[src/include/ram_consts.svh]
// Geometry of the shared RAM
// Word address width, data width, byte lanes, offset bits
// Number of clients on the arbiter

`ifndef RAM_CONSTS_SVH
`define RAM_CONSTS_SVH

// Word address bits, 1024 words
`define RAM_AW 10

// Bits per RAM word
`define RAM_DW 64

// Byte lanes per word, also the write mask width
`define RAM_BYTES 8

// Byte offset bits within a word
`define RAM_OFS 3

// Fetch and load/store
`define ARB_CLIENTS 2

`endif

[src/mem_pkg.sv]
// Shared types of the memory subsystem
// acc_size_e  width of a load/store access
// mem_word_u  one RAM word with byte, halfword and word views

`include "ram_consts.svh"

package mem_pkg;

   // Load/store access width
   typedef enum logic [1:0]
   {
      ACC_BYTE  = 2'd0,
      ACC_HALF  = 2'd1,
      ACC_WORD  = 2'd2,
      ACC_DWORD = 2'd3
   } acc_size_e;

   // One RAM word, little-endian lanes
   // Byte view for the write mask and byte loads
   // Halfword and word views for the wider lanes
   typedef union packed
   {
      // Eight byte lanes
      logic [`RAM_BYTES-1:0][7:0] b;
      // Four halfword lanes
      logic [`RAM_BYTES/2-1:0][15:0] h;
      // Two word lanes
      logic [`RAM_BYTES/4-1:0][31:0] w;
   } mem_word_u;

endpackage

[src/lsu_port.sv]
// Load/store client of the RAM
// Byte, halfword, word and doubleword accesses
// Mask from size and offset, store data replicated over lanes
// Load lane extracted and sign or zero extended

`include "ram_consts.svh"

module lsu_port
(
   input  logic                            CLK,
   input  logic                            rst_n,
   // Control in
   input  logic                            start,
   input  logic                            store,
   input  mem_pkg::acc_size_e              size,
   input  logic                            sign_ext,
   input  logic [`RAM_AW+`RAM_OFS-1:0]     byte_addr,
   input  logic [`RAM_DW-1:0]              store_data,
   // Status out
   output logic                            busy,
   output logic                            done,
   output logic [`RAM_DW-1:0]              load_data,
   // Arbiter side
   output logic                            req,
   output logic [`RAM_AW-1:0]              word_addr,
   output logic                            we,
   output logic [`RAM_BYTES-1:0]           be,
   output mem_pkg::mem_word_u              wdata,
   input  logic                            gnt,
   input  logic                            rvalid,
   input  mem_pkg::mem_word_u              rdata
);
   import mem_pkg::*;

   logic                            busy_q;
   logic                            req_q;
   logic                            st_done_q;
   logic                            store_q;
   acc_size_e                       size_q;
   logic                            sext_q;
   logic [`RAM_AW+`RAM_OFS-1:0]     addr_q;
   logic [`RAM_DW-1:0]              data_q;
   logic [`RAM_OFS-1:0]             ofs;

   // Control state
   always_ff @(posedge CLK)
   begin
      if (!rst_n)
      begin
         busy_q    <= 1'b0;
         req_q     <= 1'b0;
         st_done_q <= 1'b0;
      end
      else
      begin
         // New access only while idle
         if (start && !busy_q)
         begin
            busy_q <= 1'b1;
            req_q  <= 1'b1;
         end
         else
         begin
            if (gnt)
            begin
               req_q <= 1'b0;
            end
            if (done)
            begin
               busy_q <= 1'b0;
            end
         end
         // Store completes one cycle after its grant
         st_done_q <= gnt & store_q;
      end
   end

   // Access fields captured at start
   always_ff @(posedge CLK)
   begin
      if (start && !busy_q)
      begin
         store_q <= store;
         size_q  <= size;
         sext_q  <= sign_ext;
         addr_q  <= byte_addr;
         data_q  <= store_data;
      end
   end

   assign busy = busy_q;
   // Loads finish with their read response
   assign done = rvalid | st_done_q;

   assign req       = req_q;
   assign we        = store_q;
   assign word_addr = addr_q[`RAM_AW+`RAM_OFS-1:`RAM_OFS];
   // Bits below the access size are ignored
   assign ofs       = addr_q[`RAM_OFS-1:0];

   // Byte mask and lane replication
   always_comb
   begin
      case (size_q)
         ACC_BYTE:
         begin
            be      = `RAM_BYTES'(1) << ofs;
            wdata.b = {(`RAM_BYTES){data_q[7:0]}};
         end
         ACC_HALF:
         begin
            be      = `RAM_BYTES'(2'b11) << {ofs[2:1], 1'b0};
            wdata.h = {(`RAM_BYTES/2){data_q[15:0]}};
         end
         ACC_WORD:
         begin
            be      = `RAM_BYTES'(4'hf) << {ofs[2], 2'b00};
            wdata.w = {(`RAM_BYTES/4){data_q[31:0]}};
         end
         default:
         begin
            be    = '1;
            wdata = data_q;
         end
      endcase
   end

   // Lane pick, little-endian, then extension
   always_comb
   begin
      case (size_q)
         ACC_BYTE:
            load_data = {{(`RAM_DW-8){sext_q & rdata.b[ofs][7]}}, rdata.b[ofs]};
         ACC_HALF:
            load_data = {{(`RAM_DW-16){sext_q & rdata.h[ofs[2:1]][15]}},
                         rdata.h[ofs[2:1]]};
         ACC_WORD:
            load_data = {{(`RAM_DW-32){sext_q & rdata.w[ofs[2]][31]}},
                         rdata.w[ofs[2]]};
         default:
            load_data = rdata;
      endcase
   end

endmodule

[config.mk]
export PLATFORM = sky130hd
export DESIGN_NAME = lsu_port
export DESIGN_NICKNAME = d
export VERILOG_FILES = /design/src/mem_pkg.sv /design/src/lsu_port.sv
export VERILOG_INCLUDE_DIRS = /design/src /design/src/include
export SDC_FILE = /design/constraint.sdc
export NUM_CORES = 1
export LEC_CHECK = 0
export ABC_AREA = 0
export BUFFER_PORTS_ARGS = -buffer_cell sky130_fd_sc_hd__buf_2
export CORE_MARGIN = 2
export CORE_UTILIZATION = 40
export CTS_CLUSTER_DIAMETER = 200
export DETAILED_ROUTE_END_ITERATION = 10
export GPL_TIMING_DRIVEN = 0
export PLACE_DENSITY = 0.73
export SYNTH_ARGS = -nofsm -noshare
export SYNTH_HDL_FRONTEND = slang
export SYNTH_SLANG_ARGS = --single-unit
[constraint.sdc]
create_clock -name CLK -period 7 [get_ports CLK]
set_input_delay 0.7 -clock CLK [delete_from_list [all_inputs] [get_ports CLK]]
set_output_delay 0.7 -clock CLK [all_outputs]
set_load 0.01 [all_outputs]
======== Word level (Yosys, flattened, before mapping) ========
Index checks and enable logic that the tools add are counted.
word-level totals
  word-level logic and storage cells ...... 39
  bits in registers ....................... 84
  input port bits ......................... 150
  output and inout bits ................... 150
operators by class
  reduce and logical (&&, ||, !) cells .... 5
  muxes and demuxes ....................... 13
  shift-type cells ........................ 3
  eq/ne operators ......................... 2
  order comparisons ....................... 3
  bitwise gates (word level) .............. 5
operator list
  cell                   count
  $pmux W64 S3           2
  $mux W32               2
  $bmux W16 S2           1
  $bmux W8 S3            1
  $pmux W8 S3            1
  $mux W16               1
  $mux W8                1
  $shl A1 B3 Y8 const A  1
  $shl A2 B3 Y8 const A  1
  $shl A4 B3 Y8 const A  1
  $and A1 B1 Y1          4
  $lt A3 B4 Y1 const B   1
  $mux W1                4
  $reduce_bool A2 Y1     2
  $lt A2 B3 Y1 const B   1
  $eq A2 B1 Y1 const B   1
  $eq A2 B2 Y1 const B   1
  $logic_not A2 Y1       1
  $lt A1 B2 Y1 const B   1
  $logic_and A1 B1 Y1    1
  $logic_not A1 Y1       1
  $or A1 B1 Y1           1

======== Logic depth before layout (Yosys ltp) ========
Gate-level depths: netlist of the first run.
  depth in word-level cells ............... 4
  depth in mapped cells ................... 8
  mapped depth without buffers ............ 4

======== Worst setup path after synthesis of the first run ========
OpenSTA, ideal clock, no wires.
  path kind ............................... in2reg
  from .................................... in start
  to ...................................... reg addr_q[0] (enable)
  library setup time ...................... 0.533 ns
  stages .................................. 1
  arrival ................................. 4.303 ns
  required time ........................... 6.467 ns
  slack ................................... 2.164 ns
  path buffers ............................ 0
  cell sequence ........................... nor2b_1
between the ends
  longest elaborated chain between the ends .. 1
RTL lines
  element               line            source
  from (decl)           lsu_port.sv:13  input logic start,
  $logic_and A1 B1 Y1   lsu_port.sv:81  if (start && !busy_q)
  to (signal assigned)  lsu_port.sv:86  addr_q <= byte_addr;
  to (decl)             lsu_port.sv:41  logic [`RAM_AW+`RAM_OFS-1:0] addr_q;
Every way passes these cells.
A chain may end at the register's enable or synchronous reset.

======== Final worst setup path of the first run ========
  from .................................... reg addr_q[1]
  to ...................................... out load_data[5]
between the ends
  longest elaborated chain between the ends .. 3
  elaborated cells on any way between the ends .. 5
  classes of those cells .................. mux (5)
RTL lines
  element                                                    line                              source
  $bmux W8 S3 or $bmux W16 S2 (tied branches)                lsu_port.sv:133, lsu_port.sv:136
  $mux W8 (not written as such) or $mux W16 (tied branches)  lsu_port.sv:133, lsu_port.sv:136
  $pmux W64 S3 *                                             lsu_port.sv:131                   case (size_q)
  to (decl)                                                  lsu_port.sv:22                    output logic [`RAM_DW-1:0] load_data,
Mark *: on every way between the ends. The rest lies on a longest branch, timed or not. The select of a mux whose other input is x is not followed.

==> results of run 1 <==
[final cells by class]
| type | count | area (sq um) | share of cell area (%) |
|---|---|---|---|
| inverter | 3 | 11.3 | 0.152 |
| multi-input combinational | 375 | 2500 | 33.8 |
| clock inverter | 7 | 42.5 | 0.575 |
| timing repair buffer | 301 | 1540 | 20.8 |
| clock buffer | 9 | 225 | 3.04 |
| buffer | 68 | 374 | 5.05 |
| sequential | 84 | 2490 | 33.7 |
| tap | 176 | 220 | 2.98 |
[worst max-delay path, stage by stage (launching register included)]
cell	delay, ns
edfxtp_1	0.43
clkbuf_1	0.43
nor4b_1	1.02
a222oi_1	0.30
nand3_1	0.19
buf_2	0.15
[report_power, final]
| part | switching (uW) | internal [uW] | leakage [uW] |
|---|---|---|---|
| Clock | 187 | 238 | 0.000131 |
| Sequential | 14.9 | 589 | 0.000803 |
| Combinational | 246 | 182 | 0.00258 |
| Total | 448 | 1010 | 0.00351 |
[worst min path at each step]
stage | cells past startpoint | slack (ns) | from | endpoint
global placement | 1 | 0.48 | we$_DFFE_PP_ | st_done_q$_SDFF_PN0_
global route | 1 | 0.52 | store_data[5] | data_q[5]$_DFFE_PP_
CTS | 1 | 0.51 | we$_DFFE_PP_ | st_done_q$_SDFF_PN0_
finish | 1 | 0.52 | we$_DFFE_PP_ | st_done_q$_SDFF_PN0_
floorplan | 1 | 0.55 | we$_DFFE_PP_ | st_done_q$_SDFF_PN0_
detailed placement | 1 | 0.50 | we$_DFFE_PP_ | st_done_q$_SDFF_PN0_
[logic make-up (layout without fill, tap and decap cells)]
logic type,Yosys count,in the layout,share of synthesized area (%)
and+or+nand+nor,189,189,16.1
DFF,84,84,46.4
muxes,73,73,15.5
buffers and inverters,71,388,7.18
AOI/OAI and AO/OA,113,113,14.9
[cell usage after synthesis, types with 2 or more instances]
library cell	n	area, sq um
nand4_1	6	37.5
o211ai_1	11	82.6
mux2i_1	39	390
a22oi_1	2	15.0
mux4_2	5	113
nor2b_1	9	56.3
a31oi_1	2	12.5
a222oi_1	15	150
buf_4	18	135
buf_1	4	15.0
nand2b_1	2	12.5
nand3_1	42	210
dfxtp_1	3	60.1
a211oi_1	16	120
nor2_1	35	131
and2_1	2	12.5
buf_6	4	45.0
o21ai_0	13	65.1
or3_1	8	50.1
clkinv_1	2	7.51
a21oi_1	37	185
edfxtp_1	81	2430
mux2_2	29	327
a221oi_2	4	60.1
o21a_1	2	15.0
nand2_1	75	282
clkbuf_1	25	93.8
buf_2	17	85.1
a221oi_1	7	61.3
and3_1	5	31.3
[layer usage]
metal	up-vias	track usage [%]	routed length, microns
met4	2	16.0	920
met2	360	51.9	10800
li1	2610	-	-
met1	2633	31.7	7680
met3	70	6.75	1960
met5	-	0	13
[stage by stage]
step / worst slack (ns) / total power [uW]
detailed placement: 3.91 / 1040
floorplan: 2.16 / 839
finish: 3.42 / 1460
global route: 3.38 / 1510
CTS: 3.52 / 1460
global placement: 0.725 / 1040
[flip-flops by register name, summed over array words and instances (netlist names)]
register / cells
data_q: 64
addr_q: 13
size_q: 2
busy: 1
req: 1
sext_q: 1
st_done_q: 1
we: 1
==> flow_metrics.py, run 1 <==
metrics = {
    "status": {
        "status": "complete, no violations",
    },
    "worst_setup_path": {
        "setup.worst_path.start_class": "flip-flop",
        "cp_max_fo": 10,
        "cp.required_ns": 6.30,
        "worstSetupPathType": "reg2out",
        "worst_r2r_endpoint": "data_q[58]$_DFFE_PP_",
        "startpoint": "addr_q[1]$_DFFE_PP_",
        "end_kind": "output port",
        "rrSetupSlack_ns": 5.29,
        "reg2reg_depth": 3,
        "crit_arrival_ns": 2.88,
        "reg2reg_from": "busy$_SDFFE_PN0P_",
        "crit_end": "load_data[5]",
    },
    "worst_hold_path": {
        "hp-class": "reg2reg",
    },
    "floorplanning": {
        "dieArea_sq_mm": 0.0144,
        "coreArea_sq_mm": 0.0132,
        "die_width_microns": 120,
        "start_util_pct": 40.7,
        "num_rows": 42,
        "die_h_microns": 120,
        "ios": 300,
    },
    "layout": {
        "syn2layout_area_growth_pct": 37.8,
        "mostFrequentLayoutCell": "buf_2",
        "antennaDiodeCount": 0,
        "fin_cells": 1023,
        "post-route-cell-area_sq_mm": 0.00740,
        "layout_common_cells": "buf_2, edfxtp_1, nand2_1",
        "final_util_pct": 56.1,
        "nets": 992,
        "layout-drive-gt1-share_pct": 46.8,
        "fill_cells": 1231,
    },
    "route": {
        "via_per_inst": 5.55,
        "routed-via-count": 5675,
        "wl_per_cell_microns": 20.9,
        "ant_nets": 0,
        "drc": 0,
        "drt-total-wl_microns": 21400,
        "drtIter0Drc": 432,
        "drt-pass1-iter-count": 8,
    },
    "sta": {
        "setup_tns_ns": 0,
        "clock_skew_ns": 0.00340,
        "worst_slew_pin_slew_ns": 1.21,
        "whs_ns": 0.516,
        "fin_crit_sh_pct": 51.1,
        "hold_viol_final": 0,
        "max_slew_margin_pct": 18.3,
        "grt_setup_unrepaired": "no",
        "slew_viol_final": 0,
        "period_needed_ns": 3.58,
        "fmax_mhz": 279,
        "finalSetupViolCount": 0,
    },
    "placed_design": {
        "gp_congestion": 0.988,
        "dpl-instance-area_sq_mm": 0.00713,
        "dp_hpwl_microns": 16900,
        "port_buffers": 299,
        "dp.cells": 1007,
    },
    "clock_network": {
        "cts_made_buffers": 9,
        "cts_resized": 0,
        "cts_tree": "built",
        "htreeDepth": 3,
        "clkTransAtPathRegs_ns": 0.06,
        "clk_latency_ns": 0.34,
        "cts_hold_buf": 0,
        "cts.sinks": 84,
        "cts_buffer_depth": 2,
        "postCtsSetupRepairBufs": 0,
        "root_buffer": "clkbuf_16",
    },
    "synthesis": {
        "synth_area_per_cell_sq_um": 10.1,
        "synth_edf_count": 81,
        "ys_ff_latch": 84,
        "ys_seq_area_share_pct": 46.4,
        "synth_fp_nets": 680,
        "synth_area_sq_mm": 0.00537,
        "synth.distinct_cells": 40,
        "synthArstFlopShare_pct": 0,
        "yosysWarnings": 0,
        "synth_ff_type": "edfxtp_1",
        "syn_inst": 530,
    },
    "global_routing": {
        "grt_pass1_wl_microns": 31500,
        "grt.total_usage_pct": 29.0,
        "grt_max_degree": 37,
        "grt.overflow.total": 0,
        "antenna_found_initial": 1,
        "grt_pass1_vias": 5706,
    },
    "job": {
        "drv_cap": 0,
    },
    "pwr": {
        "power_density_mw_per_mm2": 197,
        "ir_worst_vdd_uv": 184,
        "p_leak_uw": 0.00351,
    },
}
Power figures use the tool's default switching activity.
==> inputs of run 2 (changes only) <==
--- a/config.mk
+++ b/config.mk
@@ -6,14 +6,14 @@
 export SDC_FILE = /design/constraint.sdc
 export NUM_CORES = 1
 export LEC_CHECK = 0
-export ABC_AREA = 0
+export ABC_AREA = 1
 export BUFFER_PORTS_ARGS = -buffer_cell sky130_fd_sc_hd__buf_2
 export CORE_MARGIN = 2
 export CORE_UTILIZATION = 40
 export CTS_CLUSTER_DIAMETER = 200
 export DETAILED_ROUTE_END_ITERATION = 10
 export GPL_TIMING_DRIVEN = 0
-export PLACE_DENSITY = 0.73
+export PLACE_DENSITY = 0.74
 export SYNTH_ARGS = -nofsm -noshare
 export SYNTH_HDL_FRONTEND = slang
 export SYNTH_SLANG_ARGS = --single-unit
==> constraint.sdc (replaced) <==
create_clock -name CLK -period 3.1 [get_ports CLK]
set_input_delay 0.31 -clock CLK [delete_from_list [all_inputs] [get_ports CLK]]
set_output_delay 0.31 -clock CLK [all_outputs]
set_load 0.01 [all_outputs]
==> run 2 against run 1 <==
  * Synthesized area grew 15%
  * Global-route usage grew 0.81 points
  * Worst setup slack lost 3.1 ns
  * Non-clock buffer count shrank 2
  * Register-to-register slack lost 4.0 ns
  * Count of clock-buffer cells in the layout grew 2
  * Clock skew grew 0.0036 ns
  * Hold slack lost 0.38 ns
  * Die area grew 14%
  * Clock power grew 130%
  * First-iteration DRC count grew 5.6%
  * Core utilization shrank 1.8 points
  * Critical endpoint is now load_data[11]
  * Largest power group unchanged
  * Highest routed layer is now met4
==> flow_metrics.py, run 2 <==
metrics = {
    "status": {
        "status": "complete, no violations",
    },
    "route": {
        "routed-via-count": 7144,
        "drt-total-wl_microns": 25000,
        "via_per_inst": 5.14,
        "drt-pass1-iter-count": 6,
        "drtIter0Drc": 456,
        "ant_nets": 0,
        "wl_per_cell_microns": 18.0,
        "drc": 0,
    },
    "worst_setup_path": {
        "end_kind": "output port",
        "cp.required_ns": 2.79,
        "setup.worst_path.start_class": "flip-flop",
        "slowest_delay_ns": 0.59,
        "crit_arrival_ns": 2.45,
        "slowest_stage": "clkbuf_1",
        "worstSetupPathType": "reg2out",
        "path_cells": "buf_2 -> nand2_1 -> clkbuf_1 -> a21oi_1 -> a21oi_1 -> nand3_2 -> buf_2",
        "cp_max_fo": 10,
    },
    "sta": {
        "hold_viol_final": 0,
        "finalSetupViolCount": 0,
        "fin_crit_sh_pct": 88.9,
        "max_slew_margin_pct": 52.4,
        "fmax_mhz": 363,
        "slew_viol_final": 0,
        "worst_slew_pin_slew_ns": 0.715,
        "period_needed_ns": 2.76,
        "clock_skew_ns": 0.00697,
        "grt_setup_unrepaired": "no",
    },
    "floorplanning": {
        "die_h_microns": 128,
        "num_rows": 45,
        "ios": 300,
        "die_width_microns": 128,
        "start_util_pct": 40.7,
        "dieArea_sq_mm": 0.0164,
        "coreArea_sq_mm": 0.0151,
    },
    "clock_network": {
        "cts_buffer_depth": 2,
        "clk_latency_ns": 0.34,
        "clkTransAtPathRegs_ns": 0.07,
        "cts_made_buffers": 9,
        "htreeDepth": 3,
        "cts_tree": "built",
        "root_buffer": "clkbuf_16",
        "postCtsSetupRepairBufs": 0,
        "cts_resized": 0,
        "cts_hold_buf": 0,
        "cts.sinks": 84,
    },
    "synthesis": {
        "synth_commonest_cells": "nand2_1, inv_1, edfxtp_1",
        "synth_fp_nets": 1032,
        "synth_top_area_share_pct": 39.5,
        "syn_inst": 882,
        "yosys.area.top_type": "edfxtp_1",
        "synth_compound_area_share_pct": 9.28,
        "synth.distinct_cells": 29,
        "synth-xor-area-share_pct": 0,
        "synth_area_sq_mm": 0.00616,
        "synthSimpleGateAreaFrac_pct": 37.5,
        "ys_seq_area_share_pct": 40.5,
        "synth_ff_type": "edfxtp_1",
        "synth_area_per_cell_sq_um": 6.98,
        "yosysWarnings": 0,
        "synth_adder_area_share_pct": 0,
        "synth_mux_area_share_pct": 0,
        "ys_top_cells_by_area": "edfxtp_1, nand2_1, inv_1, nand3_1, nand3_2",
        "synthArstFlopShare_pct": 0,
        "synth_edf_count": 81,
        "synth_top_family_by_area": "simple AND/OR/NAND/NOR gates",
        "synth.most_common_cell": "nand2_1",
        "ys_ff_latch": 84,
    },
    "layout": {
        "reg.largest.list": "data_q x64, addr_q x13, size_q x2",
        "syn2layout_area_growth_pct": 33.5,
        "layout-drive-gt1-share_pct": 34.5,
        "nets": 1344,
        "fin_cells": 1389,
        "layout_common_cells": "nand2_1, buf_2, inv_1",
        "top_register": "data_q",
        "mostFrequentLayoutCell": "nand2_1",
        "largest_reg_flops": 64,
    },
    "placed_design": {
        "dp.cells": 1371,
        "port_buffers": 299,
        "dp_hpwl_microns": 19800,
        "gp_congestion": 0.972,
    },
    "global_routing": {
        "antenna_found_initial": 2,
        "grt.overflow.total": 0,
        "grt_pass1_wl_microns": 37000,
        "grt_pass1_vias": 6789,
        "grt.total_usage_pct": 29.8,
        "grt_max_degree": 35,
    },
    "pwr": {
        "power_density_mw_per_mm2": 413,
        "finalPower_uw": 3400,
        "p_leak_uw": 0.00461,
        "ir_worst_vdd_uv": 605,
    },
    "worst_hold_path": {
        "hp-class": "in2reg",
    },
    "job": {
        "drv_cap": 0,
    },
}
run 2: through the flow:
stage	setup WS, ns	utilization [%]	area, sq um	hold slack (ns)	TNS (ns)
2_1_floorplan	0.169	-	6160	0.409	0
3_3_place_gp	-0.695	52.1	7890	0.457	-52.50
3_5_place_dp	0.708	52.5	7950	0.465	0
4_1_cts	0.339	54.3	8220	0.134	0
5_1_grt	0.223	54.3	8220	0.135	0
6_report	0.345	54.3	8220	0.140	0
run 2: worst paths after layout:
check / slack (ns) / start / cells after the start / to
hold reg to reg: 0.48 / req$_SDFFE_PN0P_ / 2 / req$_SDFFE_PN0P_
hold / removal: 0.14 / store_data[4] / 1 / data_q[4]$_DFFE_PP_
setup / recovery: 0.34 / size_q[1]$_DFFE_PP_ / 7 / load_data[11]
setup reg to reg: 1.34 / busy$_SDFFE_PN0P_ / 3 / addr_q[0]$_DFFE_PP_
run 2: layer usage:
| layer | vias to the layer above | part of all wire (%) | track usage [%] |
|---|---|---|---|
| li1 | 3455 | - | - |
| met1 | 3182 | 38 | 34.1 |
| met2 | 442 | 49 | 52.7 |
| met3 | 65 | 9.1 | 6.76 |
| met4 | 0 | 3.7 | 14.6 |
| met5 | - | 0 | 0 |
run 2: critical path, delay by kind of cell (launching register included):
family                 cells  cell delay, ns
AO/OA/AOI/OAI              2            0.27
AND/OR/NAND/NOR            2            0.38
flip-flops                 1            0.45
buffers and inverters      3            0.98
run 2: kinds of logic (layout without fill, tap and decap cells):
group,count (synthesis),in the layout
other,0,2
buffers and inverters,161,478
flip-flops,84,84
AO/OA/AOI/OAI,98,98
AND/OR/NAND/NOR,539,539
run 2: area by class of cell:
class | instances | area (sq um)
tap | 188 | 235
timing repair buffer | 301 | 1540
clock inverter | 5 | 37.5
antenna | 2 | 5.00
buffer | 66 | 424
inverter | 95 | 362
clock buffer | 11 | 233
fill | 1511 | 6920
multi-input combinational | 637 | 2890
sequential | 84 | 2490
run 2: where the power goes:
| part | leakage, uW | internal (uW) | switching, uW |
|---|---|---|---|
| registers | 0.000803 | 1330 | 27.7 |
| logic | 0.00368 | 396 | 658 |
| clock network | 0.000128 | 546 | 441 |
