File: src/include/ram_consts.svh
// Geometry of the shared RAM
// Word address width, data width, byte lanes, offset bits
// Number of clients on the arbiter

`ifndef RAM_CONSTS_SVH
`define RAM_CONSTS_SVH

// Word address bits, 1024 words
`define RAM_AW 10

// Bits per RAM word
`define RAM_DW 64

// Byte lanes per word, also the write mask width
`define RAM_BYTES 8

// Byte offset bits within a word
`define RAM_OFS 3

// Fetch and load/store
`define ARB_CLIENTS 2

`endif

File: src/mem_pkg.sv
// Shared types of the memory subsystem
// acc_size_e  width of a load/store access
// mem_word_u  one RAM word with byte, halfword and word views

`include "ram_consts.svh"

package mem_pkg;

   // Load/store access width
   typedef enum logic [1:0]
   {
      ACC_BYTE  = 2'd0,
      ACC_HALF  = 2'd1,
      ACC_WORD  = 2'd2,
      ACC_DWORD = 2'd3
   } acc_size_e;

   // One RAM word, little-endian lanes
   // Byte view for the write mask and byte loads
   // Halfword and word views for the wider lanes
   typedef union packed
   {
      // Eight byte lanes
      logic [`RAM_BYTES-1:0][7:0] b;
      // Four halfword lanes
      logic [`RAM_BYTES/2-1:0][15:0] h;
      // Two word lanes
      logic [`RAM_BYTES/4-1:0][31:0] w;
   } mem_word_u;

endpackage

File: src/mem_arbiter.sv
// Round-robin arbiter for two RAM clients
// Grant in the request cycle, winner muxed onto the RAM
// Read owner registered to steer the response

`include "ram_consts.svh"

module mem_arbiter
(
   input  logic                    CLK,
   input  logic                    rst_n,
   // Fetch client
   input  logic                    fetch_req,
   input  logic [`RAM_AW-1:0]      fetch_addr,
   input  logic                    fetch_we,
   input  logic [`RAM_BYTES-1:0]   fetch_be,
   input  mem_pkg::mem_word_u      fetch_wdata,
   output logic                    fetch_gnt,
   output logic                    fetch_rvalid,
   // Load/store client
   input  logic                    ls_req,
   input  logic [`RAM_AW-1:0]      ls_addr,
   input  logic                    ls_we,
   input  logic [`RAM_BYTES-1:0]   ls_be,
   input  mem_pkg::mem_word_u      ls_wdata,
   output logic                    ls_gnt,
   output logic                    ls_rvalid,
   // Read data, shared by both clients
   output mem_pkg::mem_word_u      rdata,
   // RAM side
   output logic [`RAM_AW-1:0]      ram_addr,
   output logic                    ram_re,
   output logic [`RAM_BYTES-1:0]   ram_we,
   output mem_pkg::mem_word_u      ram_wdata,
   input  mem_pkg::mem_word_u      ram_rdata
);

   // Client slots in the grant vector
   localparam int CLI_FE = 0;
   localparam int CLI_LS = 1;

   logic [`ARB_CLIENTS-1:0]   gnt_vec;
   logic [`ARB_CLIENTS-1:0]   rd_owner_q;
   logic                      last_ls_q;
   logic                      pick_ls;
   logic                      sel_we;
   logic [`RAM_BYTES-1:0]     sel_be;

   // Load/store wins when alone or when fetch won last
   assign pick_ls = ls_req & (~fetch_req | ~last_ls_q);

   assign gnt_vec[CLI_FE] = fetch_req & ~pick_ls;
   assign gnt_vec[CLI_LS] = pick_ls;

   assign fetch_gnt = gnt_vec[CLI_FE];
   assign ls_gnt    = gnt_vec[CLI_LS];

   // Winner's fields onto the RAM
   assign ram_addr  = pick_ls ? ls_addr  : fetch_addr;
   assign ram_wdata = pick_ls ? ls_wdata : fetch_wdata;
   assign sel_we    = pick_ls ? ls_we    : fetch_we;
   assign sel_be    = pick_ls ? ls_be    : fetch_be;

   // Read strobe only for a granted read
   assign ram_re = (|gnt_vec) & ~sel_we;
   // Mask stays zero unless a write is granted
   assign ram_we = ((|gnt_vec) & sel_we) ? sel_be : '0;

   always_ff @(posedge CLK)
   begin
      if (!rst_n)
      begin
         last_ls_q  <= 1'b0;
         rd_owner_q <= '0;
      end
      else
      begin
         // Remember the winner for fairness
         if (|gnt_vec)
         begin
            last_ls_q <= pick_ls;
         end
         // Owner of the read now in the RAM
         rd_owner_q <= gnt_vec & {`ARB_CLIENTS{~sel_we}};
      end
   end

   // Response one cycle after the read grant
   assign fetch_rvalid = rd_owner_q[CLI_FE];
   assign ls_rvalid    = rd_owner_q[CLI_LS];
   assign rdata        = ram_rdata;

endmodule

File: config.mk
export PLATFORM = sky130hd
export DESIGN_NAME = mem_arbiter
export DESIGN_NICKNAME = d
export VERILOG_FILES = /design/src/mem_pkg.sv /design/src/mem_arbiter.sv
export VERILOG_INCLUDE_DIRS = /design/src /design/src/include
export SDC_FILE = /design/constraint.sdc
export NUM_CORES = 1
export LEC_CHECK = 0
export BUFFER_PORTS_ARGS = -buffer_cell sky130_fd_sc_hd__buf_4
export CELL_PAD_IN_SITES_DETAIL_PLACEMENT = 1
export CELL_PAD_IN_SITES_GLOBAL_PLACEMENT = 2
export CORE_AREA = 2 2 152 154
export DETAILED_ROUTE_END_ITERATION = 10
export DIE_AREA = 0 0 154 156
export GPL_TIMING_DRIVEN = 0
export PLACE_DENSITY = 0.94
export SLEW_MARGIN = 20
export SYNTH_ARGS = -nofsm -noshare
export SYNTH_HDL_FRONTEND = slang
export SYNTH_SLANG_ARGS = --single-unit
File: constraint.sdc
create_clock -name CLK -period 3.9 [get_ports CLK]
set_input_delay 1.17 -clock CLK [delete_from_list [all_inputs] [get_ports CLK]]
set_output_delay 1.17 -clock CLK [all_outputs]
set_load 0.1 [all_outputs]
### After elaboration in Yosys (flattened, before gate mapping)

Index checks and enable logic that the tools add are counted.

| storage, ports and cells | value |
|---|---|
| flip-flop bits (word level) | 3 |
| output and inout bits | 151 |
| bits in latches | 0 |
| logic and storage cells | 18 |
| ROM bits | 0 |
| memory bits (writable) | 0 |
| memories kept | 0 |

| cells by class | value |
|---|---|
| mux-type cells | 5 |
| add/subtract/negate cells | 0 |
| div/mod/pow operators | 0 |
| shift-type cells | 0 |
| order comparisons | 0 |
| reductions and logical operators | 1 |
| bitwise gates (word level) | 10 |
| $mul | 0 |
| eq/ne operators | 0 |

Operator list:

| cell | count |
|---|---|
| $mux W64 | 1 |
| $mux W8 | 2 |
| $mux W10 | 1 |
| $and A1 B1 Y1 | 4 |
| $not A1 Y1 | 4 |
| $and A2 B2 Y2 | 1 |
| $reduce_or A2 Y1 | 1 |
| $mux W1 | 1 |
| $or A1 B1 Y1 | 1 |

### Depth between registers and ports, before layout

Gate-level depths: netlist of the first run.

| depth | value |
|---|---|
| depth in word-level cells | 8 |
| depth in mapped cells | 7 |

### Worst setup path after synthesis of the first run

OpenSTA, ideal clock, no wires.

| path | value |
|---|---|
| path type | input port to output port |
| start | in ls_req |
| end | out ram_re |
| stages | 4 |
| arrival | 3.758 ns |
| buffers on the path | 2 |
| slack | -1.028 ns |
| cell sequence | a21bo_1 > buf_6 > buf_2 > o21ai_0 |

| between the ends | value |
|---|---|
| word-level cells in the longest chain between the ends | 5 |

Ends and longest elaborated chain:

| element | RTL line | text |
|---|---|---|
| from (decl) | mem_arbiter.sv:20 | `input logic ls_req,` |
| $and A1 B1 Y1 * | mem_arbiter.sv:49 | `assign pick_ls = ls_req & (~fetch_req \| ~last_ls_q);` |
| $not A1 Y1 | mem_arbiter.sv:51 | `assign gnt_vec[CLI_FE] = fetch_req & ~pick_ls;` |
| $and A1 B1 Y1 | mem_arbiter.sv:51 |  |
| $reduce_or A2 Y1 | mem_arbiter.sv:64 | `assign ram_re = (\|gnt_vec) & ~sel_we;` |
| $and A1 B1 Y1 * | mem_arbiter.sv:64 |  |
| to (decl) | mem_arbiter.sv:31 | `output logic ram_re,` |

Every way passes the cells marked *; elsewhere a longest branch is shown, timed or not.

==> flow_metrics.env, run 1 <==
export IMPL_maxCapViolCount=0
export IMPL_ys_seq_area_share_pct=3.47
export IMPL_coreArea_sq_um=22400
export IMPL_rrSetupSlack_ps=2810
export IMPL_fin_hold_ws_ps=475
export IMPL_synthTopCellsByArea="nand2_1, buf_4, buf_6"
export IMPL_post_route_period_util_pct=94.6
export IMPL_finalWorstSetupSlack_ps=209
export IMPL_dpl_cell_count=948
export IMPL_clock_sinks=3
export IMPL_cts_tree="done"
export IMPL_antenna_found_initial=0
export IMPL_timing_final_setup_violations=0
export IMPL_dpl_worst_slack_ps=51.8
export IMPL_yosys_area_top_type="nand2_1"
export IMPL_min_path_type="flop to flop"
export IMPL_fmax_mhz=271
export IMPL_rows=55
export IMPL_peakVddDrop_uv=240
export IMPL_numCtsBuffers=3
export IMPL_n_fill_cell=2866
export IMPL_critPathKind="input port to output pin"
export IMPL_yosys_warnings=0
export IMPL_start_kind="input port"
export IMPL_io_pins=385
export IMPL_totalWireLength_mm=12.6
export IMPL_viasPerCell=3.44
export IMPL_whs_path_depth=1
export IMPL_critical_path_peak_fanout=10
export IMPL_groute_layer_met2_usage_pct=18.6
export IMPL_grt_pass1_wl_mm=17.6
export IMPL_status="finished clean"
export IMPL_grt_pass1_vias=3397
export IMPL_synth_top_area_share_pct=51.6
export IMPL_syn_to_final_growth_pct=166
export IMPL_arrival_ps=2520
export IMPL_die_x_um=154
export IMPL_clkTransAtPathRegs_ps=30
export IMPL_period_needed_ps=3690
export IMPL_track_usage_pct=9.19
export IMPL_grtUsageMet3_pct=2.36
export IMPL_ys_seq_elements=3
export IMPL_overflow=0
export IMPL_dp_hpwl_mm=11.1
export IMPL_drive_gt1_share_pct=62.4
export IMPL_firstDrtPassIters=4
export IMPL_drtIter0Drc=74
export IMPL_synthArstFlopShare_pct=0
export IMPL_synth_most_common_cell="nand2_1"
export IMPL_cts_root_buf="clkbuf_16"
export IMPL_place_area_sq_um=4520
export IMPL_synthesis_instances=343
export IMPL_portBuffers=320
export IMPL_holdBufCountCts=0
export IMPL_clk_latency_ps=220
export IMPL_drcViolationCount=0
export IMPL_ant_nets=0
export IMPL_crit_path_end_kind="output pin"
export IMPL_die_y_um=156
export IMPL_ys_flop_type="dfxtp_1"
export IMPL_avgRoutedWirePerCell_um=13.3
export IMPL_start_util_pct=7.74
export IMPL_busiest_layer="met2"
export IMPL_ys_types=17
export IMPL_clock_skew_ps=1.41
export IMPL_synthesis_nets=577
export IMPL_die_area_sq_um=24000
export IMPL_stdcell_area_sq_um=4600
export IMPL_maxSlewHeadroom_pct=69.1
export IMPL_fin_cells=952
export IMPL_syn_area_per_cell_sq_um=5.05
export IMPL_fin_tns_setup_ps=0
export IMPL_cts_max_path_buffers=2
export IMPL_syn_area_sq_um=1730
export IMPL_nets=902
export IMPL_finalMaxSlewViolations=0
export IMPL_dr_total_vias=3273
export IMPL_finalHoldViolations=0
export IMPL_rsz0062_at_grt="false"
export IMPL_grt_use_met1_pct=9.73
export IMPL_p_leak_nw=2.75
export IMPL_worst_slew_pin_slew_ps=464
export IMPL_htree_levels=1
export IMPL_n_antenna_cell=0
export IMPL_required_ps=2730
export IMPL_synth_common_cells="nand2_1, buf_4, a21oi_1, buf_6, buf_2"
export IMPL_grt_max_degree=11
export IMPL_r2r_cells=4
export IMPL_routabilityCongestion=0.715
export IMPL_power_density_nw_per_um2=346
export IMPL_synth_edf_count=0
power breakdown:
part	leakage [nW]	internal (mW)	switching, mW
combinational	2.69	0.349	1.04
sequential	0.0247	0.0325	0.000976
clock	0.0382	0.135	0.0294
logic make-up after synthesis:
group / count (synthesis) / synth area share, %
simple gates: 243 / 53.7
flops: 3 / 3.47
compound gates: 13 / 5.35
buf+inv: 84 / 37.5
timing repair:
action | CTS | global route
hold endpoints to repair | 0 | 0
setup endpoints to repair | 0 | 2
resized for setup | 0 | 3
buffers inserted | 0 | 0
critical path, stage by stage:
cell and delay, ps:
buf_4 120, a21bo_1 180, buf_6 120, buf_6 170
buf_2 260, nand2_1 80, nand2_1 110, buf_4 300
metal layers:
| metal | vias up | part of all wire [%] |
|---|---|---|
| li1 | 1615 | - |
| met3 | 4 | 9.5 |
| met2 | 207 | 54 |
| met1 | 1447 | 36 |
| met5 | - | 0 |
| met4 | 0 | 0.48 |
layout by cell type (no fill, tap or decap), drive strengths merged:
cell    instances
buf           401
nand2b          1
a21oi           9
nand3b          1
nand2         238
inv             1
o21ai           2
and2            1
clkbuf          6
a21bo           1
and3b           1
a32oi           1
dfxtp           3
nor3b           1
final timing paths:
check / start / to
min reg2reg: last_ls_q / last_ls_q
max reg2reg: last_ls_q / rd_owner_q[1]
min: last_ls_q / last_ls_q
max: ls_req / ram_wdata[46]
metrics by stage:
stage	total power, mW	util, %
4_1_cts	1.61	20.6
3_5_place_dp	1.44	20.2
5_1_grt	1.65	20.6
3_3_place_gp	1.43	20.2
6_report	1.59	20.6
2_1_floorplan	1.07	-
state kept, by name, indices dropped and copies added, names as in the netlist:
register    flops
last_ls_q       1
rd_owner_q      2
layout make-up:
type | instances | area [sq um] | share of cell area, %
Clock buffer | 4 | 78.8 | 1.71
Buffer | 83 | 647 | 14.1
Inverter | 1 | 6.26 | 0.136
Timing Repair Buffer | 320 | 2400 | 52.2
Multi-Input combinational cell | 256 | 1050 | 22.9
Sequential cell | 3 | 60.1 | 1.30
Tap cell | 285 | 357 | 7.75
Power figures use the tool's default switching activity.
==> run 2, diff against run 1 <==
MAX_ROUTING_LAYER = met4   (was not set)
==> flow_metrics.env, run 2 (synthesized netlist as in run 1, its figures left out) <==
export IMPL_status="finished clean"
export IMPL_io_pins=385
export IMPL_worst_slew_pin_slew_ps=462
export IMPL_finalMaxSlewViolations=0
export IMPL_place_area_sq_um=4520
export IMPL_finalWorstSetupSlack_ps=206
export IMPL_holdBufCountCts=0
export IMPL_grt_pass1_wl_mm=17.6
export IMPL_htree_levels=1
export IMPL_setup_worst_path_start="ls_req"
export IMPL_cts_tree="done"
export IMPL_fin_hold_ws_ps=475
export IMPL_required_ps=2730
export IMPL_path_cells="buf_4 > a21bo_1 > buf_6 > buf_6 > buf_2 > nand2_1 > nand2_1 > buf_4"
export IMPL_portBuffers=320
export IMPL_rsz0062_at_grt="false"
export IMPL_path_buf_inv=5
export IMPL_firstDrtPassIters=4
export IMPL_clock_sinks=3
export IMPL_routabilityCongestion=0.723
export IMPL_peakVddDrop_uv=244
export IMPL_pwr_share_comb_pct=87.5
export IMPL_top_register="rd_owner_q"
export IMPL_drcViolationCount=0
export IMPL_report_power_total_mw=1.59
export IMPL_viasPerCell=3.45
export IMPL_critical_path_peak_fanout=10
export IMPL_p_int_mw=0.517
export IMPL_p_sw_share_pct=67.5
export IMPL_power_density_nw_per_um2=346
export IMPL_totalWireLength_mm=12.6
export IMPL_mostFrequentLayoutCell="buf_4"
export IMPL_regArea_sq_um=60.1
export IMPL_drive_gt1_share_pct=62.4
export IMPL_ant_nets=0
export IMPL_crit_path_end_kind="output pin"
export IMPL_avgRoutedWirePerCell_um=13.3
export IMPL_die_y_um=156
export IMPL_nets=902
export IMPL_multiInputGateArea_sq_um=1050
export IMPL_reg_top3="rd_owner_q (2), last_ls_q (1)"
export IMPL_grt_pass1_vias=3402
export IMPL_rows=55
export IMPL_die_area_sq_um=24000
export IMPL_p_leak_nw=2.75
export IMPL_dpl_worst_slack_ps=51.8
export IMPL_timing_final_setup_violations=0
export IMPL_cts_setup_buffers=0
export IMPL_die_x_um=154
export IMPL_numCtsBuffers=3
export IMPL_n_antenna_cell=0
export IMPL_n_fill_cell=2866
export IMPL_coreArea_sq_um=22400
export IMPL_start_util_pct=7.74
export IMPL_maxSlewHeadroom_pct=69.2
export IMPL_drtIter0Drc=96
export IMPL_arrival_ps=2520
export IMPL_cts_root_buf="clkbuf_16"
export IMPL_cpPeakStageDelay_ps=300
export IMPL_power_frac_clock_pct=10.4
export IMPL_fmax_mhz=271
export IMPL_hold_start="last_ls_q"
export IMPL_dr_total_vias=3280
export IMPL_cts_max_path_buffers=2
export IMPL_maxCapViolCount=0
export IMPL_critPathKind="input port to output pin"
export IMPL_syn_to_final_growth_pct=166
export IMPL_dpl_cell_count=948
export IMPL_period_needed_ps=3690
export IMPL_stdcell_area_sq_um=4600
export IMPL_start_kind="input port"
export IMPL_path_delay_family="buffers and inverters"
export IMPL_fin_tns_setup_ps=0
export IMPL_track_usage_pct=9.47
export IMPL_postLayoutCoreUtil_pct=20.6
export IMPL_clkTransAtPathRegs_ps=30
export IMPL_min_path_type="flop to flop"
export IMPL_dp_hpwl_mm=11.1
export IMPL_reg2reg_from="last_ls_q"
export IMPL_power_frac_seq_pct=2.1
export IMPL_antenna_found_initial=0
export IMPL_p_sw_mw=1.08
export IMPL_clk_latency_ps=220
export IMPL_fin_cells=952
export IMPL_overflow=0
export IMPL_clock_skew_ps=2.38
export IMPL_post_route_period_util_pct=94.7
export IMPL_grt_max_degree=11
export IMPL_largest_register_ffs=2
export IMPL_critical_path_slowest_cell="buf_4"
export IMPL_mostFrequentLayoutCells="buf_4, nand2_1, buf_6"
export IMPL_finalHoldViolations=0
[run 2: cell counts in the layout (fill, tap and decap cells not counted)]
Identical to the previous run, type by type.
[run 2: per-layer routing]
layer  share of wire [%]  vias to the layer above  track usage [%]
li1                    -                     1615                -
met1                  37                     1456             10.1
met2                  54                      205             18.5
met3                 8.6                        4             1.83
met4                0.48                        0             1.11
met5                   0                        -                -
[run 2: power groups by stage]
stage	logic, mW	registers [mW]	clock network [mW]
2_1_floorplan	1.03	0.0391	0
3_3_place_gp	1.40	0.0337	0
3_5_place_dp	1.40	0.0338	0
4_1_cts	1.41	0.0334	0.167
5_1_grt	1.45	0.0336	0.170
6_report	1.39	0.0335	0.165
[run 2: timing repair]
action                     in CTS  in global routing
gates resized for setup         0                  3
setup endpoints to repair       0                  2
hold endpoints to repair        0                  0
[run 2: path summary, 6_finish.rpt]
path	end	slack (ps)	depth (start not counted)
min reg2reg	last_ls_q	470	1
max reg2reg	rd_owner_q[1]	2820	4
max	ram_wdata[46]	210	8
min	last_ls_q	470	1
[run 2: final cells by class]
type / instances / area share, %
Inverter: 1 / 0.136
Timing Repair Buffer: 320 / 52.2
Tap cell: 285 / 7.75
Sequential cell: 3 / 1.30
Multi-Input combinational cell: 256 / 22.9
Buffer: 83 / 14.1
Clock buffer: 4 / 1.71
==> run 3, diff against run 2 <==
RECOVER_POWER = 25   (was not set)
==> flow_metrics.env, run 3 (synthesized netlist as in run 1, its figures left out) <==
export IMPL_die_y_um=156
export IMPL_power_frac_clock_pct=10.5
export IMPL_fmax_mhz=266
export IMPL_peakVddDrop_uv=242
export IMPL_top_register="rd_owner_q"
export IMPL_critical_path_peak_fanout=10
export IMPL_antenna_found_initial=0
export IMPL_rsz0062_at_grt="false"
export IMPL_clk_latency_ps=220
export IMPL_path_buf_inv=4
export IMPL_cts_max_path_buffers=2
export IMPL_mostFrequentLayoutCell="buf_4"
export IMPL_p_int_mw=0.499
export IMPL_timing_final_setup_violations=0
export IMPL_stdcell_area_sq_um=4470
export IMPL_power_density_nw_per_um2=353
export IMPL_crit_path_end_kind="output pin"
export IMPL_io_pins=385
export IMPL_status="finished clean"
export IMPL_drive_gt1_share_pct=56.8
export IMPL_maxCapViolCount=0
export IMPL_start_util_pct=7.74
export IMPL_overflow=0
export IMPL_rows=55
export IMPL_place_area_sq_um=4520
export IMPL_post_route_period_util_pct=96.3
export IMPL_critPathKind="input port to output pin"
export IMPL_clock_sinks=3
export IMPL_largest_register_ffs=2
export IMPL_p_leak_nw=2.61
export IMPL_nets=902
export IMPL_path_delay_family="buffers and inverters"
export IMPL_reg_top3="rd_owner_q (2), last_ls_q (1)"
export IMPL_critical_path_slowest_cell="clkbuf_1"
export IMPL_fin_cells=952
export IMPL_die_area_sq_um=24000
export IMPL_crit_top_cell="clkbuf_1"
export IMPL_drtIter0Drc=97
export IMPL_grt_max_degree=11
export IMPL_arrival_ps=2590
export IMPL_avgRoutedWirePerCell_um=13.2
export IMPL_holdBufCountCts=0
export IMPL_mostFrequentLayoutCells="buf_4, nand2_1, clkbuf_1"
export IMPL_report_power_total_mw=1.57
export IMPL_finalMaxSlewViolations=0
export IMPL_cts_root_buf="clkbuf_16"
export IMPL_grt_pass1_vias=3402
export IMPL_viasPerCell=3.44
export IMPL_track_usage_pct=9.47
export IMPL_cpPeakStageDelay_ps=380
export IMPL_p_sw_share_pct=68.3
export IMPL_min_path_type="flop to flop"
export IMPL_worst_slew_pin_slew_ps=1210
export IMPL_power_frac_seq_pct=2.1
export IMPL_dpl_worst_slack_ps=51.8
export IMPL_syn_to_final_growth_pct=158
export IMPL_die_x_um=154
export IMPL_coreArea_sq_um=22400
export IMPL_drcViolationCount=0
export IMPL_period_needed_ps=3760
export IMPL_clock_skew_ps=2.65
export IMPL_maxSlewHeadroom_pct=19.9
export IMPL_routabilityCongestion=0.723
export IMPL_cts_tree="done"
export IMPL_postLayoutCoreUtil_pct=20.0
export IMPL_start_kind="input port"
export IMPL_totalWireLength_mm=12.6
export IMPL_dr_total_vias=3276
export IMPL_path_cells="clkbuf_1 > a21bo_1 > buf_6 > clkbuf_1 > nand2_1 > a21oi_2 > buf_4"
export IMPL_htree_levels=1
export IMPL_finalHoldViolations=0
export IMPL_portBuffers=320
export IMPL_dpl_cell_count=948
export IMPL_grt_pass1_wl_mm=17.6
export IMPL_numCtsBuffers=3
export IMPL_n_antenna_cell=0
export IMPL_finalWorstSetupSlack_ps=143
export IMPL_p_sw_mw=1.08
export IMPL_ant_nets=0
export IMPL_required_ps=2730
export IMPL_clkTransAtPathRegs_ps=30
export IMPL_firstDrtPassIters=4
export IMPL_dp_hpwl_mm=11.1
export IMPL_pwr_share_comb_pct=87.4
[run 3: final timing paths]
path             start            end  slack (ps)  depth (start not counted)
max reg2reg  last_ls_q  rd_owner_q[1]        2670                          4
max             ls_req      ram_we[4]         140                          7
min reg2reg  last_ls_q      last_ls_q         470                          1
min          last_ls_q      last_ls_q         470                          1
[run 3: what timing repair did]
item	in CTS	in global routing
setup buffers	0	0
endpoints found under the setup margin	0	2
resized for setup	0	3
[run 3: worst reg2reg max path, cell delays in order (launching register included)]
cell	delay [ps]
dfxtp_1	360
a21bo_1	140
buf_6	120
clkbuf_1	380
nor3b_1	100
[run 3: per-stage QoR]
stage          hold slack [ps]  TNS (ps)
3_3_place_gp               449         0
5_1_grt                    499         0
4_1_cts                    472         0
6_report                   473         0
2_1_floorplan              436      -267
3_5_place_dp               461         0
[run 3: layer usage]
| metal | GRT usage (%) | up-vias | part of all wire (%) |
|---|---|---|---|
| met5 | - | - | 0 |
| met4 | 1.11 | 0 | 0.48 |
| met3 | 1.83 | 4 | 8.7 |
| met2 | 18.5 | 207 | 54 |
| met1 | 10.1 | 1450 | 37 |
| li1 | - | 1615 | - |
[run 3: power by group through the flow]
stage | clock, mW | sequential [mW] | combinational (mW)
3_5_place_dp | 0 | 0.0338 | 1.40
5_1_grt | 0.170 | 0.0336 | 1.43
6_report | 0.165 | 0.0334 | 1.38
2_1_floorplan | 0 | 0.0391 | 1.03
4_1_cts | 0.167 | 0.0334 | 1.41
3_3_place_gp | 0 | 0.0337 | 1.40
[run 3: final cells by class]
type / count / area [sq um]
inverter: 1 / 6.26
sequential: 3 / 60.1
fill: 2873 / 17900
tap: 285 / 357
buffer: 83 / 646
clock buffer: 4 / 78.8
multi-input combinational: 256 / 1050
timing repair buffer: 320 / 2270
